File: src/hw/periph_pkg.sv
// shared bus types, slot map, register indices and event lines for the cluster peripherals

package periph_pkg;

  // bus payload
  typedef logic [31:0] addr_t;
  typedef logic [31:0] data_t;

  // slot select sits in address bits 11:10, register word index in bits 5:2
  localparam int SLOT_LSB    = 10;
  localparam int REG_IDX_LSB = 2;

  typedef enum logic [1:0] {
    SLOT_CTRL  = 2'd0,
    SLOT_TIMER = 2'd1,
    SLOT_EVENT = 2'd2,
    SLOT_ERROR = 2'd3
  } slot_e;

  typedef logic [3:0] reg_idx_t;

  // control register block
  localparam reg_idx_t CTRL_EOC       = 4'd0;
  localparam reg_idx_t CTRL_FETCH_EN  = 4'd1;
  localparam reg_idx_t CTRL_BOOT_ADDR = 4'd2;

  // timer, bit 0 of cfg is the enable
  localparam reg_idx_t TIMER_CFG   = 4'd0;
  localparam reg_idx_t TIMER_COUNT = 4'd1;
  localparam reg_idx_t TIMER_CMP   = 4'd2;

  // event unit, mask of core i at EVT_MASK_BASE + i
  localparam reg_idx_t EVT_BUFFER    = 4'd0;
  localparam reg_idx_t EVT_MASK_BASE = 4'd1;

  localparam int NB_EVT = 8;
  typedef logic [NB_EVT-1:0] evt_t;

  // event line map, lines 6 and 7 are spare
  localparam int EVT_EXT_LSB = 0;
  localparam int EVT_TIMER   = 4;
  localparam int EVT_DMA     = 5;

  localparam data_t ERROR_RDATA = 32'hBADC_AB7E;
  localparam data_t READ_ZERO   = 32'h0000_0000;

endpackage

File: src/hw/cluster_ctrl_regs.sv
// cluster control registers: end of computation, per-core fetch enable, boot address

module cluster_ctrl_regs #(
  parameter int                NB_CORES  = 4,
  parameter periph_pkg::addr_t BOOT_ADDR = 32'h1C00_0000
) (
  input  logic                 clk_i,
  input  logic                 rst_ni,
  input  logic                 req_i,
  input  periph_pkg::reg_idx_t reg_idx_i,
  input  logic                 wen_i,
  input  periph_pkg::data_t    wdata_i,
  output periph_pkg::data_t    rdata_o,
  output logic                 eoc_o,
  output logic [NB_CORES-1:0]  fetch_enable_o,
  output periph_pkg::addr_t    boot_addr_o
);

  logic                eoc_q;
  logic [NB_CORES-1:0] fetch_en_q;
  periph_pkg::addr_t   boot_addr_q;
  periph_pkg::data_t   rdata_d;
  periph_pkg::data_t   rdata_q;
  logic                wr;

  // wen high is a read
  assign wr = req_i && !wen_i;

  always_ff @(posedge clk_i or negedge rst_ni) begin
    if (!rst_ni) begin
      eoc_q       <= 1'b0;
      fetch_en_q  <= '0;
      boot_addr_q <= BOOT_ADDR;
    end else if (wr) begin
      case (reg_idx_i)
        periph_pkg::CTRL_EOC:       eoc_q       <= wdata_i[0];
        periph_pkg::CTRL_FETCH_EN:  fetch_en_q  <= wdata_i[NB_CORES-1:0];
        periph_pkg::CTRL_BOOT_ADDR: boot_addr_q <= wdata_i;
        default: ;
      endcase
    end
  end

  // read mux
  always_comb begin
    case (reg_idx_i)
      periph_pkg::CTRL_EOC:       rdata_d = periph_pkg::data_t'(eoc_q);
      periph_pkg::CTRL_FETCH_EN:  rdata_d = periph_pkg::data_t'(fetch_en_q);
      periph_pkg::CTRL_BOOT_ADDR: rdata_d = boot_addr_q;
      default:                    rdata_d = periph_pkg::READ_ZERO;
    endcase
  end

  // sampled on the strobe, returned in the response cycle
  always_ff @(posedge clk_i) begin
    if (req_i && wen_i) begin
      rdata_q <= rdata_d;
    end
  end

  assign rdata_o        = rdata_q;
  assign eoc_o          = eoc_q;
  assign fetch_enable_o = fetch_en_q;
  assign boot_addr_o    = boot_addr_q;

endmodule

File: src/hw/cluster_periph_top.sv
// peripheral subsystem top: bus front end wired to control regs, timer and event unit

module cluster_periph_top #(
  parameter int                NB_CORES  = 4,
  parameter int                ID_WIDTH  = 5,
  parameter periph_pkg::addr_t BOOT_ADDR = 32'h1C00_0000
) (
  input  logic                clk_i,
  input  logic                rst_ni,
  // configuration bus
  input  logic                req_i,
  input  periph_pkg::addr_t   addr_i,
  input  logic                wen_i,
  input  periph_pkg::data_t   wdata_i,
  input  logic [ID_WIDTH-1:0] id_i,
  output logic                gnt_o,
  output logic                r_valid_o,
  output logic [ID_WIDTH-1:0] r_id_o,
  output periph_pkg::data_t   r_rdata_o,
  // events in
  input  logic [3:0]          ext_evt_i,
  input  logic                dma_evt_i,
  // cluster control out
  output logic                eoc_o,
  output logic [NB_CORES-1:0] fetch_enable_o,
  output periph_pkg::addr_t   boot_addr_o,
  output logic [NB_CORES-1:0] irq_req_o,
  output logic                timer_busy_o
);

  logic                 ctrl_req;
  logic                 timer_req;
  logic                 event_req;
  periph_pkg::reg_idx_t reg_idx;
  logic                 wen;
  periph_pkg::data_t    wdata;
  periph_pkg::data_t    ctrl_rdata;
  periph_pkg::data_t    timer_rdata;
  periph_pkg::data_t    event_rdata;
  logic                 timer_irq;

  //****************************************
  // bus front end
  //****************************************
  periph_bus_ctrl #(
    .ID_WIDTH ( ID_WIDTH )
  ) i_bus_ctrl (
    .clk_i, .rst_ni, .req_i, .addr_i, .wen_i, .wdata_i, .id_i,
    .gnt_o, .r_valid_o, .r_id_o, .r_rdata_o,
    .ctrl_req_o    ( ctrl_req    ),
    .timer_req_o   ( timer_req   ),
    .event_req_o   ( event_req   ),
    .reg_idx_o     ( reg_idx     ),
    .wen_o         ( wen         ),
    .wdata_o       ( wdata       ),
    .ctrl_rdata_i  ( ctrl_rdata  ),
    .timer_rdata_i ( timer_rdata ),
    .event_rdata_i ( event_rdata )
  );

  //****************************************
  // slaves
  //****************************************
  cluster_ctrl_regs #(
    .NB_CORES  ( NB_CORES  ),
    .BOOT_ADDR ( BOOT_ADDR )
  ) i_ctrl_regs (
    .clk_i, .rst_ni,
    .req_i          ( ctrl_req       ),
    .reg_idx_i      ( reg_idx        ),
    .wen_i          ( wen            ),
    .wdata_i        ( wdata          ),
    .rdata_o        ( ctrl_rdata     ),
    .eoc_o          ( eoc_o          ),
    .fetch_enable_o ( fetch_enable_o ),
    .boot_addr_o    ( boot_addr_o    )
  );

  cluster_timer i_timer (
    .clk_i, .rst_ni,
    .req_i        ( timer_req    ),
    .reg_idx_i    ( reg_idx      ),
    .wen_i        ( wen          ),
    .wdata_i      ( wdata        ),
    .rdata_o      ( timer_rdata  ),
    .timer_irq_o  ( timer_irq    ),
    .timer_busy_o ( timer_busy_o )
  );

  event_unit #(
    .NB_CORES ( NB_CORES )
  ) i_event_unit (
    .clk_i, .rst_ni,
    .req_i       ( event_req   ),
    .reg_idx_i   ( reg_idx     ),
    .wen_i       ( wen         ),
    .wdata_i     ( wdata       ),
    .ext_evt_i   ( ext_evt_i   ),
    .timer_evt_i ( timer_irq   ),
    .dma_evt_i   ( dma_evt_i   ),
    .rdata_o     ( event_rdata ),
    .irq_req_o   ( irq_req_o   )
  );

endmodule

File: src/hw/cluster_timer.sv
// cluster timer: free-running 32-bit counter with compare match and interrupt pulse

module cluster_timer (
  input  logic                 clk_i,
  input  logic                 rst_ni,
  input  logic                 req_i,
  input  periph_pkg::reg_idx_t reg_idx_i,
  input  logic                 wen_i,
  input  periph_pkg::data_t    wdata_i,
  output periph_pkg::data_t    rdata_o,
  output logic                 timer_irq_o,
  output logic                 timer_busy_o
);

  logic              enable_q;
  logic [31:0]       count_q;
  logic [31:0]       cmp_q;
  logic              match;
  logic              wr;
  periph_pkg::data_t rdata_d;
  periph_pkg::data_t rdata_q;

  assign wr    = req_i && !wen_i;
  assign match = enable_q && (count_q == cmp_q);

  //****************************************
  // configuration
  //****************************************
  always_ff @(posedge clk_i or negedge rst_ni) begin
    if (!rst_ni) begin
      enable_q <= 1'b0;
      cmp_q    <= '0;
    end else if (wr) begin
      if (reg_idx_i == periph_pkg::TIMER_CFG) begin
        enable_q <= wdata_i[0];
      end
      if (reg_idx_i == periph_pkg::TIMER_CMP) begin
        cmp_q <= wdata_i;
      end
    end
  end

  //****************************************
  // counter
  //****************************************
  // a load from the bus beats counting and the restart
  always_ff @(posedge clk_i or negedge rst_ni) begin
    if (!rst_ni) begin
      count_q <= '0;
    end else if (wr && (reg_idx_i == periph_pkg::TIMER_COUNT)) begin
      count_q <= wdata_i;
    end else if (match) begin
      count_q <= '0;
    end else if (enable_q) begin
      count_q <= count_q + 32'd1;
    end
  end

  always_comb begin
    case (reg_idx_i)
      periph_pkg::TIMER_CFG:   rdata_d = periph_pkg::data_t'(enable_q);
      periph_pkg::TIMER_COUNT: rdata_d = count_q;
      periph_pkg::TIMER_CMP:   rdata_d = cmp_q;
      default:                 rdata_d = periph_pkg::READ_ZERO;
    endcase
  end

  always_ff @(posedge clk_i) begin
    if (req_i && wen_i) begin
      rdata_q <= rdata_d;
    end
  end

  assign rdata_o      = rdata_q;
  assign timer_irq_o  = match;  // one cycle, count restarts right after
  assign timer_busy_o = enable_q;

endmodule

File: src/hw/event_unit.sv
// event unit: sticky event buffer with write-1-to-clear and per-core masked interrupt requests

module event_unit #(
  parameter int NB_CORES = 4
) (
  input  logic                 clk_i,
  input  logic                 rst_ni,
  input  logic                 req_i,
  input  periph_pkg::reg_idx_t reg_idx_i,
  input  logic                 wen_i,
  input  periph_pkg::data_t    wdata_i,
  input  logic [3:0]           ext_evt_i,
  input  logic                 timer_evt_i,
  input  logic                 dma_evt_i,
  output periph_pkg::data_t    rdata_o,
  output logic [NB_CORES-1:0]  irq_req_o
);

  periph_pkg::evt_t  evt;
  periph_pkg::evt_t  evt_clr;
  periph_pkg::evt_t  evt_buf_q;
  periph_pkg::evt_t  mask_q [NB_CORES];
  logic              wr;
  periph_pkg::data_t rdata_d;
  periph_pkg::data_t rdata_q;

  assign wr = req_i && !wen_i;

  // event lines at their fixed positions, spare lines stay low
  always_comb begin
    evt = '0;
    evt[periph_pkg::EVT_EXT_LSB +: 4] = ext_evt_i;
    evt[periph_pkg::EVT_TIMER]        = timer_evt_i;
    evt[periph_pkg::EVT_DMA]          = dma_evt_i;
  end

  //****************************************
  // sticky buffer
  //****************************************
  assign evt_clr = (wr && (reg_idx_i == periph_pkg::EVT_BUFFER)) ?
                   wdata_i[periph_pkg::NB_EVT-1:0] : '0;

  // new events win over a clear in the same cycle
  always_ff @(posedge clk_i or negedge rst_ni) begin
    if (!rst_ni) begin
      evt_buf_q <= '0;
    end else begin
      evt_buf_q <= (evt_buf_q & ~evt_clr) | evt;
    end
  end

  //****************************************
  // per-core masks
  //****************************************
  always_ff @(posedge clk_i or negedge rst_ni) begin
    if (!rst_ni) begin
      for (int c = 0; c < NB_CORES; c++) begin
        mask_q[c] <= '0;
      end
    end else if (wr) begin
      for (int c = 0; c < NB_CORES; c++) begin
        if (reg_idx_i == periph_pkg::reg_idx_t'(periph_pkg::EVT_MASK_BASE + c)) begin
          mask_q[c] <= wdata_i[periph_pkg::NB_EVT-1:0];
        end
      end
    end
  end

  for (genvar c = 0; c < NB_CORES; c++) begin : gen_irq
    assign irq_req_o[c] = |(evt_buf_q & mask_q[c]);
  end

  always_comb begin
    rdata_d = periph_pkg::READ_ZERO;
    if (reg_idx_i == periph_pkg::EVT_BUFFER) begin
      rdata_d = periph_pkg::data_t'(evt_buf_q);
    end
    for (int c = 0; c < NB_CORES; c++) begin
      if (reg_idx_i == periph_pkg::reg_idx_t'(periph_pkg::EVT_MASK_BASE + c)) begin
        rdata_d = periph_pkg::data_t'(mask_q[c]);
      end
    end
  end

  always_ff @(posedge clk_i) begin
    if (req_i && wen_i) begin
      rdata_q <= rdata_d;
    end
  end

  assign rdata_o = rdata_q;

endmodule

File: src/hw/periph_bus_ctrl.sv
// bus front end: decodes the slot, strobes one slave and builds the one-cycle response

module periph_bus_ctrl #(
  parameter int ID_WIDTH = 5
) (
  input  logic                    clk_i,
  input  logic                    rst_ni,
  // external request
  input  logic                    req_i,
  input  periph_pkg::addr_t       addr_i,
  input  logic                    wen_i,
  input  periph_pkg::data_t       wdata_i,
  input  logic [ID_WIDTH-1:0]     id_i,
  output logic                    gnt_o,
  // external response
  output logic                    r_valid_o,
  output logic [ID_WIDTH-1:0]     r_id_o,
  output periph_pkg::data_t       r_rdata_o,
  // slave side
  output logic                    ctrl_req_o,
  output logic                    timer_req_o,
  output logic                    event_req_o,
  output periph_pkg::reg_idx_t    reg_idx_o,
  output logic                    wen_o,
  output periph_pkg::data_t       wdata_o,
  input  periph_pkg::data_t       ctrl_rdata_i,
  input  periph_pkg::data_t       timer_rdata_i,
  input  periph_pkg::data_t       event_rdata_i
);

  periph_pkg::slot_e   slot;
  periph_pkg::slot_e   slot_q;
  logic                valid_q;
  logic                read_q;
  logic [ID_WIDTH-1:0] id_q;

  // no back-pressure, every request is taken
  assign gnt_o = req_i;

  assign slot      = periph_pkg::slot_e'(addr_i[periph_pkg::SLOT_LSB +: 2]);
  assign reg_idx_o = addr_i[periph_pkg::REG_IDX_LSB +: 4];
  assign wen_o     = wen_i;
  assign wdata_o   = wdata_i;

  //****************************************
  // slot decode
  //****************************************
  always_comb begin
    ctrl_req_o  = 1'b0;
    timer_req_o = 1'b0;
    event_req_o = 1'b0;
    if (req_i) begin
      case (slot)
        periph_pkg::SLOT_CTRL:  ctrl_req_o  = 1'b1;
        periph_pkg::SLOT_TIMER: timer_req_o = 1'b1;
        periph_pkg::SLOT_EVENT: event_req_o = 1'b1;
        default: ;  // error slot has no slave behind it
      endcase
    end
  end

  //****************************************
  // response path
  //****************************************
  always_ff @(posedge clk_i or negedge rst_ni) begin
    if (!rst_ni) begin
      valid_q <= 1'b0;
      read_q  <= 1'b0;
      slot_q  <= periph_pkg::SLOT_CTRL;
    end else begin
      valid_q <= req_i;
      if (req_i) begin
        read_q <= wen_i;
        slot_q <= slot;
      end
    end
  end

  always_ff @(posedge clk_i) begin
    if (req_i) begin
      id_q <= id_i;
    end
  end

  always_comb begin
    case (slot_q)
      periph_pkg::SLOT_CTRL:  r_rdata_o = read_q ? ctrl_rdata_i  : '0;
      periph_pkg::SLOT_TIMER: r_rdata_o = read_q ? timer_rdata_i : '0;
      periph_pkg::SLOT_EVENT: r_rdata_o = read_q ? event_rdata_i : '0;
      // error slot flags reads and writes alike
      default:                r_rdata_o = periph_pkg::ERROR_RDATA;
    endcase
  end

  assign r_valid_o = valid_q;
  assign r_id_o    = id_q;

endmodule

File: config.mk
export PLATFORM = sky130hd
export DESIGN_NAME = cluster_periph_top
export DESIGN_NICKNAME = d
export VERILOG_FILES = /design/src/hw/periph_pkg.sv /design/src/hw/cluster_ctrl_regs.sv /design/src/hw/cluster_periph_top.sv /design/src/hw/cluster_timer.sv /design/src/hw/event_unit.sv /design/src/hw/periph_bus_ctrl.sv
export SDC_FILE = /design/constraint.sdc
export NUM_CORES = 1
export LEC_CHECK = 0
export BUFFER_PORTS_ARGS = -buffer_cell sky130_fd_sc_hd__buf_2
export CORE_MARGIN = 5
export CORE_UTILIZATION = 55
export CTS_CLUSTER_DIAMETER = 120
export DETAILED_ROUTE_END_ITERATION = 16
export HOLD_SLACK_MARGIN = 0.08
export PLACE_DENSITY = 0.82
export SETUP_SLACK_MARGIN = 0.1
export SYNTH_ARGS = -nofsm -noshare
export SYNTH_HDL_FRONTEND = slang
export SYNTH_SLANG_ARGS = --single-unit
File: constraint.sdc
create_clock -name clk_i -period 2.7 [get_ports clk_i]
set_input_delay 0.27 -clock clk_i [delete_from_list [all_inputs] [get_ports clk_i]]
set_output_delay 0.27 -clock clk_i [all_outputs]
set_load 0.02 [all_outputs]
==> flow_summary.yaml, run 1 <==
sta:
  finClkSkew_ns: 0.01938
  fmax_mhz: 410.5
  finalCritPeriodShare_pct: 90.23
  hold_violations: 0
  final_max_slew_viol_count: 0
  finalCriticalPeriod_ns: 2.436
  fin_setup_tns_ns: 0
  setup_violations: 0
  worst_slew_pin_slew_ns: 0.6627
  relSlewSlack_pct: 55.66
  rsz0062_at_grt: "no"
clock_tree:
  postCtsSetupRepairBufs: 0
  cts_tree: "built"
  clk_pin_slew_ns: 0.06
  cts.sinks: 223
  clk_latency_ns: 0.51
  numCtsBuffers: 23
  root_buffer: "clkbuf_16"
  clockBufferDepth: 3
  cts_max_level: 1
yosys:
  syn_inst: 886
  yosys_most_used_dff: "dfrtp_1"
  syn_avg_cell_area_sq_um: 12.12
  synth_seq_area_share_pct: 55.61
  netlist_area_sq_um: 10740
  synth_area_leaders: "dfrtp_1 33%, edfxtp_1 22%, mux2_2 11%"
  syn_nets: 965
  synth-async-reset-ratio_pct: 65.47
  synth-seq-cells: 223
  yosysUniqueCellTypes: 63
  yosysWarnings: 0
  netlist.top_cell.by_area: "dfrtp_1"
  yosysMostFrequentCell: "dfrtp_1"
  synth_top_area_share_pct: 33.33
  ys_top_cells_by_count: "143 x dfrtp_1, 102 x mux2_2, 83 x nand2_1"
  synth_edf_count: 77
setup_path:
  cp.arrival_ns: 2.17
  criticalPathCategory: "reg -> out"
  rrSetupSlack_ns: 0.29
  end_kind: "output pin"
  cp_data_required_time_ns: 2.43
  cp-start-kind: "flip-flop"
  critPathMaxFanout: 19
placement:
  dpl.hpwl_um: 20240
  port_buffers: 132
  gp_congestion: 0.9093
power:
  p_comb_share_pct: 15.2
  peakVddDrop_mv: 0.4677
  p_sw_share_pct: 27.82
  internal-power_w: 0.005883
  cellLeakagePower_nw: 5.649
  clock_power_share_pct: 36.0
  seqPwrFrac_pct: 48.8
  switching_power_w: 0.002268
  powerDensity_nw_per_um2: 637.8
drt:
  wire_per_inst_um: 22.55
  route.detailed.drc: 0
  drt.antenna.violating_nets: 0
  wl_um: 29880
  via_per_inst: 6.180
  vias: 8189
  drtIter0Drc: 961
  first_pass_iters: 5
hold_path:
  hold_path.class: "in -> reg"
outcome:
  outcome: "complete, no violations"
global_routing:
  overflow: 0
  antenna_found_initial: 0
  grt_pass1_vias: 8080
  grt_use_total_pct: 26.68
  grt_max_degree: 58
  grt_pass1_wl_um: 46690
final_layout:
  fin_nets: 1121
  syn_to_final_growth_pct: 19.06
  drive_gt1_share_pct: 31.26
  final_core_util_pct: 66.10
floorplan:
  rows: 51
  die_h_um: 149.7
  die_width_um: 149.7
  floorplan.initialDensity_pct: 55.52
  io_pins: 159
  fp.dieArea_sq_um: 22410
  core_sq_um: 19330
job:
  cap_violations: 0
[registers in the layout, indices dropped and copies added (netlist names)]
register	cells
i_event_unit.mask_q	32
i_bus_ctrl.slot_q	2
i_timer.count_q	32
i_ctrl_regs.rdata_o	32
i_ctrl_regs.boot_addr_o	32
i_ctrl_regs.fetch_enable_o	4
i_ctrl_regs.eoc_o	1
i_timer.rdata_o	32
i_event_unit.rdata_o	8
i_bus_ctrl.r_valid_o	1
i_bus_ctrl.r_id_o	5
i_timer.cmp_q	32
i_timer.timer_busy_o	1
i_event_unit.evt_buf_q	8
i_bus_ctrl.read_q	1
[path summary, 6_finish.rpt]
check / from / endpoint / depth (start not counted)
setup / recovery: i_bus_ctrl.slot_q[0] / r_rdata_o[22] / 4
min in group asynchronous: rst_ni / i_event_unit.mask_q[19] / 2
hold / removal: wdata_i[4] / i_timer.count_q[4] / 3
setup reg to reg: i_timer.count_q[23] / i_timer.count_q[24] / 6
hold reg to reg: i_event_unit.mask_q[23] / i_event_unit.mask_q[23] / 1
max in group asynchronous: rst_ni / i_ctrl_regs.boot_addr_o[27] / 3
[power groups by stage]
stage | clock network, W | logic (W) | registers, W
after global routing | 0.00310 | 0.00134 | 0.00399
final | 0.00294 | 0.00124 | 0.00397
after floorplan | 0 | 0.000714 | 0.00399
after global placement | 0 | 0.00114 | 0.00400
after detailed placement | 0 | 0.00117 | 0.00402
after CTS | 0.00296 | 0.00122 | 0.00396
[timing repair]
action,in CTS,in global routing
setup endpoints to repair,0,2
resized for setup,0,1
hold buffers,36,0
endpoints found under the hold margin,113,0
[worst max-delay path, cell delays in order (launching register included)]
cell	delay [ns]
dfrtp_1	0.35
buf_4	0.32
clkinvlp_2	0.47
o21ai_0	0.31
buf_2	0.20
[final cells by class]
| type | count | area (sq um) |
|---|---|---|
| diodes | 1 | 2.502 |
| clock buffers | 30 | 631.9 |
| clock inverters | 12 | 67.56 |
| fillers | 1380 | 6554 |
| inverters | 6 | 26.28 |
| multi-input cells | 591 | 4472 |
| flip-flops and latches | 223 | 5969 |
| well taps | 265 | 331.6 |
| repair buffers | 196 | 1275 |
| repair inverters | 1 | 5.005 |
[placed cells by master, fill, tap and decap left out, types with 20 or more instances in the layout]
| master | instances |
|---|---|
| a21oi_1 | 20 |
| a22o_1 | 53 |
| and3_1 | 39 |
| buf_2 | 131 |
| buf_4 | 25 |
| clkbuf_16 | 23 |
| dfrtp_1 | 143 |
| dlygate4sd3_1 | 36 |
| edfxtp_1 | 77 |
| mux2_2 | 102 |
| nand2_1 | 83 |
| nand4_1 | 25 |
| nor2_1 | 34 |
| o21ai_0 | 32 |
| xnor2_1 | 38 |
[routing by layer]
metal	up-vias	routed length [um]	GRT usage [%]
met5	-	0	0
met4	0	965	8.509
met3	79	3104	5.058
met2	470	13440	40.41
met1	4043	12370	39.37
li1	3597	-	-
[through the flow]
step	power [W]	cell area, sq um	cells	hold slack (ns)	setup slack (ns)
after floorplan	0.004708	10740	886	-0.02559	0.4543
after global placement	0.005142	11710	1245	0.2624	0.3917
after detailed placement	0.005189	11710	1245	0.2590	0.3390
after CTS	0.008141	12770	1323	0.08175	0.2211
after global routing	0.008435	12780	1324	0.09797	0.1738
final	0.008151	12780	1325	0.09444	0.2638
[cell families (layout without fill, tap and decap cells)]
family | after synthesis | after routing | share of synthesized area [%]
compound gates | 158 | 158 | 10.72
other cells | 0 | 1 | 0
flops | 223 | 223 | 55.61
simple gates | 255 | 255 | 12.69
mux | 123 | 123 | 13.59
buf+inv | 72 | 245 | 2.867
fa+ha+maj | 1 | 1 | 0.1165
xor+xnor | 54 | 54 | 4.406
No activity file was read; power rests on OpenSTA's default activity.
==> run 2, diff against run 1 <==
Settings changed: CORE_UTILIZATION 55 to 57, PLACE_DENSITY 0.82 to 0.85, SKIP_CTS_REPAIR_TIMING from default to 1.
==> flow_summary.yaml, run 2 (synthesized netlist as in run 1, its figures left out) <==
outcome:
  outcome: "complete, no violations"
setup_path:
  rrSetupSlack_ns: 0.31
  reg2reg_to: "i_timer.count_q[15]"
  worstReg2RegStart: "i_timer.count_q[23]"
  end_kind: "flip-flop"
  path_cells: "dlygate4sd3_1, buf_2, nor4bb_1, buf_4, nand2_1, and2_1, nand4_1, nand3_1, nor3_1"
  criticalPathCategory: "in -> reg"
  cp.arrival_ns: 2.87
  cp_data_required_time_ns: 3.11
  cpPeakStageDelay_ns: 0.52
  rr_worst_depth: 6
  critPathMaxFanout: 13
  cp_slowest_cell: "dlygate4sd3_1"
  cp-start-kind: "primary input"
drt:
  drtIter0Drc: 1053
  first_pass_iters: 5
  wl_um: 30330
  route.detailed.drc: 0
  drt.antenna.violating_nets: 0
  wire_per_inst_um: 23.44
  via_per_inst: 6.423
  vias: 8311
placement:
  gp_congestion: 0.9789
  post_dp_cell_area_sq_um: 11690
  dpl.hpwl_um: 20140
  port_buffers: 132
sta:
  finalCritPeriodShare_pct: 91.11
  setup_violations: 0
  rsz0062_at_grt: "no"
  worst_slew_pin_slew_ns: 0.6776
  relSlewSlack_pct: 54.82
  fmax_mhz: 406.5
  fin_setup_tns_ns: 0
  finClkSkew_ns: 0.02204
  finalCriticalPeriod_ns: 2.460
  hold_violations: 0
  final_max_slew_viol_count: 0
  whs_ns: 0.05371
clock_tree:
  cts_tree: "built"
  cts.sinks: 223
  clockBufferDepth: 3
  numCtsBuffers: 23
  clk_pin_slew_ns: 0.06
  clk_latency_ns: 0.52
  cts_max_level: 1
  root_buffer: "clkbuf_16"
floorplan:
  core_sq_um: 18640
  die_width_um: 147.2
  rows: 50
  floorplan.initialDensity_pct: 57.58
  fp.dieArea_sq_um: 21680
  io_pins: 159
  die_h_um: 147.2
final_layout:
  final_area_sq_um: 12760
  fill_cells: 1236
  fin_nets: 1119
  syn_to_final_growth_pct: 18.85
  final_common_cell: "dfrtp_1"
  drive_gt1_share_pct: 31.91
  final_core_util_pct: 68.44
  layout_common_cells: "143 x dfrtp_1, 131 x buf_2, 102 x mux2_2"
global_routing:
  grt_pass1_vias: 7829
  grt_max_degree: 68
  overflow: 0
  antenna_found_initial: 4
  grt_pass1_wl_um: 45130
  grt_use_total_pct: 26.42
job:
  cap_violations: 0
hold_path:
  worstHoldStart: "addr_i[10]"
  holdPathEnd: "i_bus_ctrl.slot_q[0]"
  min_delay_path_depth: 3
  hold_path.class: "in -> reg"
power:
  powerDensity_nw_per_um2: 656.7
  cellLeakagePower_nw: 5.672
  peakVddDrop_mv: 0.3402
==> run 2: where the power goes <==
| part | total [W] | internal, W | switching (W) |
|---|---|---|---|
| Sequential | 0.00397 | 0.00371 | 0.000262 |
| Combinational | 0.00124 | 0.000513 | 0.000730 |
| Clock | 0.00316 | 0.00187 | 0.00130 |
==> run 2: layer usage <==
metal / share of wire [%] / up-vias / global-route usage (%)
li1: - / 3594 / -
met1: 39 / 4096 / 39.64
met2: 45 / 531 / 39.33
met3: 12 / 90 / 6.539
met4: 3.6 / 0 / 6.058
met5: 0 / - / 0
==> run 2: how the worst max path moves through the flow <==
stage,to,depth (start not counted),from,slack (ns)
finish,i_timer.count_q[28],9,req_i,0.24
global route,i_timer.count_q[28],9,req_i,0.08
CTS,r_rdata_o[7],6,i_bus_ctrl.slot_q[0],0.18
detailed placement,i_timer.count_q[26],6,i_timer.count_q[23],0.41
global placement,i_timer.count_q[23],6,i_timer.count_q[23],0.47
floorplan,i_ctrl_regs.rdata_o[0],2,addr_i[10],0.45
==> run 2: layout make-up <==
type / count / area, sq um / share of cell area [%]
flip-flops and latches: 223 / 5969 / 46.79
multi-input cells: 591 / 4472 / 35.05
repair buffers: 194 / 1232 / 9.660
clock buffers: 36 / 698.2 / 5.472
well taps: 234 / 292.8 / 2.295
clock inverters: 5 / 52.55 / 0.4119
inverters: 6 / 26.28 / 0.2059
diodes: 4 / 10.01 / 0.07845
repair inverters: 1 / 5.005 / 0.03923
==> run 2: stage by stage <==
stage,cells,worst slack [ns],total power (W)
finish,1294,0.2401,0.008379
floorplan,886,0.4543,0.004708
detailed placement,1218,0.4064,0.005187
global route,1294,0.08275,0.008655
CTS,1259,0.1788,0.008285
global placement,1218,0.4655,0.005142
==> run 2: worst max-delay path: cells and delay by family <==
kind | cells | cell delay, ns
buffers and inverters | 3 | 0.99
and+or+nand+nor | 6 | 1.61
==> run 3, diff against run 2 <==
Settings changed: REMOVE_ABC_BUFFERS from default to 1.
==> flow_summary.yaml, run 3 (synthesized netlist as in run 1, its figures left out) <==
power:
  peakVddDrop_mv: 0.4653
  power_w: 0.008482
  cellLeakagePower_nw: 5.730
  powerDensity_nw_per_um2: 658.7
final_layout:
  diodes: 0
  layout_common_cells: "143 x dfrtp_1, 131 x buf_2, 102 x mux2_2"
  drive_gt1_share_pct: 32.02
  syn_to_final_growth_pct: 19.94
  fin_nets: 1129
  final_common_cell: "dfrtp_1"
  fill_cells: 1307
  layout.cells.non_filler: 1302
setup_path:
  rr_worst_depth: 7
  path_buf_inv: 2
  reg2reg_to: "i_timer.count_q[12]"
  critPathMaxFanout: 12
  criticalPathCategory: "reg -> out"
  cp_num_cells: 6
  cp_slowest_cell: "dfrtp_1"
  cp_data_required_time_ns: 2.43
  path_cells: "nor2_1, and2_1, buf_4, nand2_1, o21ai_0, buf_2"
  cp-start-kind: "flip-flop"
  critical_path.top_delay_family: "simple AND/OR/NAND/NOR gates"
  cp.arrival_ns: 2.21
  rrSetupSlack_ns: 0.34
  end_kind: "output pin"
  worstReg2RegStart: "i_timer.count_q[0]"
  cpPeakStageDelay_ns: 0.49
clock_tree:
  clk_pin_slew_ns: 0.07
  cts.sinks: 223
  clk_latency_ns: 0.51
  root_buffer: "clkbuf_16"
  cts_tree: "built"
  clockBufferDepth: 3
  numCtsBuffers: 24
  cts_max_level: 1
drt:
  wl_um: 29730
  drtIter0Drc: 681
  route.detailed.drc: 0
  wire_per_inst_um: 22.83
  via_per_inst: 6.213
  vias: 8089
  first_pass_iters: 5
  drt.antenna.violating_nets: 0
sta:
  relSlewSlack_pct: 47.96
  final_max_slew_viol_count: 0
  finalCriticalPeriod_ns: 2.485
  hold_violations: 0
  setup_violations: 0
  fmax_mhz: 402.5
  rsz0062_at_grt: "no"
  timing.final.ws_setup_ns: 0.2153
  worst_slew_pin_slew_ns: 0.7778
  finClkSkew_ns: 0.01236
  finalCritPeriodShare_pct: 92.03
hold_path:
  holdPathEnd: "i_timer.count_q[26]"
  min_delay_path_depth: 3
  hold_path.class: "in -> reg"
  worstHoldStart: "wdata_i[26]"
global_routing:
  grt_pass1_vias: 8101
  grt_max_degree: 66
  grt_use_total_pct: 26.57
  overflow: 0
  grt_pass1_wl_um: 45680
  antenna_found_initial: 0
floorplan:
  die_h_um: 147.2
  io_pins: 159
  floorplan.initialDensity_pct: 57.58
  core_sq_um: 18640
  fp.dieArea_sq_um: 21680
  rows: 50
  die_width_um: 147.2
outcome:
  outcome: "complete, no violations"
placement:
  place_inst: 1224
  place_ws_ns: 0.3646
  port_buffers: 132
  gp_congestion: 0.9176
  dpl.hpwl_um: 19410
job:
  cap_violations: 0
run 3: cell count changes in the layout (fill, tap and decap cells not counted), moves of 2 or more:
cell / previous run / this run
buf_4: 30 / 36
clkinv_1: 0 / 5
diode_2: 4 / 0
dlygate4sd3_1: 30 / 34
clkinv_2: 3 / 0
clkbuf_1: 5 / 3
clkbuf_16: 23 / 25
run 3: how the worst max path moves through the flow:
stage,endpoint,slack (ns),start
2_1_floorplan,i_timer.count_q[13],-2.67,addr_i[4]
3_3_place_gp,i_timer.count_q[24],0.42,i_timer.count_q[23]
3_5_place_dp,i_timer.count_q[27],0.36,i_timer.count_q[23]
4_1_cts,r_rdata_o[20],0.25,i_bus_ctrl.slot_q[0]
5_1_grt,r_rdata_o[15],0.12,i_bus_ctrl.slot_q[0]
6_report,r_rdata_o[20],0.22,i_bus_ctrl.slot_q[0]
run 3: routing by layer:
layer	global-route usage, %	share of wire (%)	up-vias
li1	-	-	3618
met1	37.20	40	4008
met2	43.00	49	392
met3	4.843	8.3	71
met4	7.689	3.3	0
met5	0	0	-
run 3: cell type report:
class                   count  area (sq um)  share of cell area (%)
multi-input cells         591          4474                   34.75
inverters                   6         22.52                  0.1749
repair buffers            204          1318                   10.23
clock inverters            10         80.08                  0.6219
flip-flops and latches    223          5969                   46.36
clock buffers              34         719.4                   5.587
well taps                 234         292.8                   2.274
run 3: power by group:
| part | leakage [nW] | total, W | switching [W] | internal, W |
|---|---|---|---|---|
| clock network | 0.381 | 0.00328 | 0.00133 | 0.00195 |
| logic | 2.72 | 0.00126 | 0.000741 | 0.000520 |
| registers | 2.62 | 0.00395 | 0.000233 | 0.00371 |
| total | 5.73 | 0.00848 | 0.00230 | 0.00618 |
run 3: metrics by stage:
| stage | hold WS [ns] | util [%] | setup TNS (ns) | cell area [sq um] |
|---|---|---|---|---|
| finish | 0.06940 | 69.07 | 0 | 12880 |
| global route | 0.08168 | 69.07 | 0 | 12880 |
| CTS | -0.2333 | 67.24 | 0 | 12540 |
| detailed placement | 0.3123 | 62.95 | 0 | 11740 |
| global placement | 0.3082 | 62.95 | 0 | 11740 |
| floorplan | -0.02559 | - | -179.95 | 10450 |
run 3: worst reg2reg max path, cell delays in order, from the launching register on:
cell,delay [ns]
dfrtp_1,0.46
ha_1,0.26
nand2_1,0.14
nor3_2,0.46
nand4_1,0.23
or4b_1,0.50
a21boi_1,0.16
a211o_1,0.11
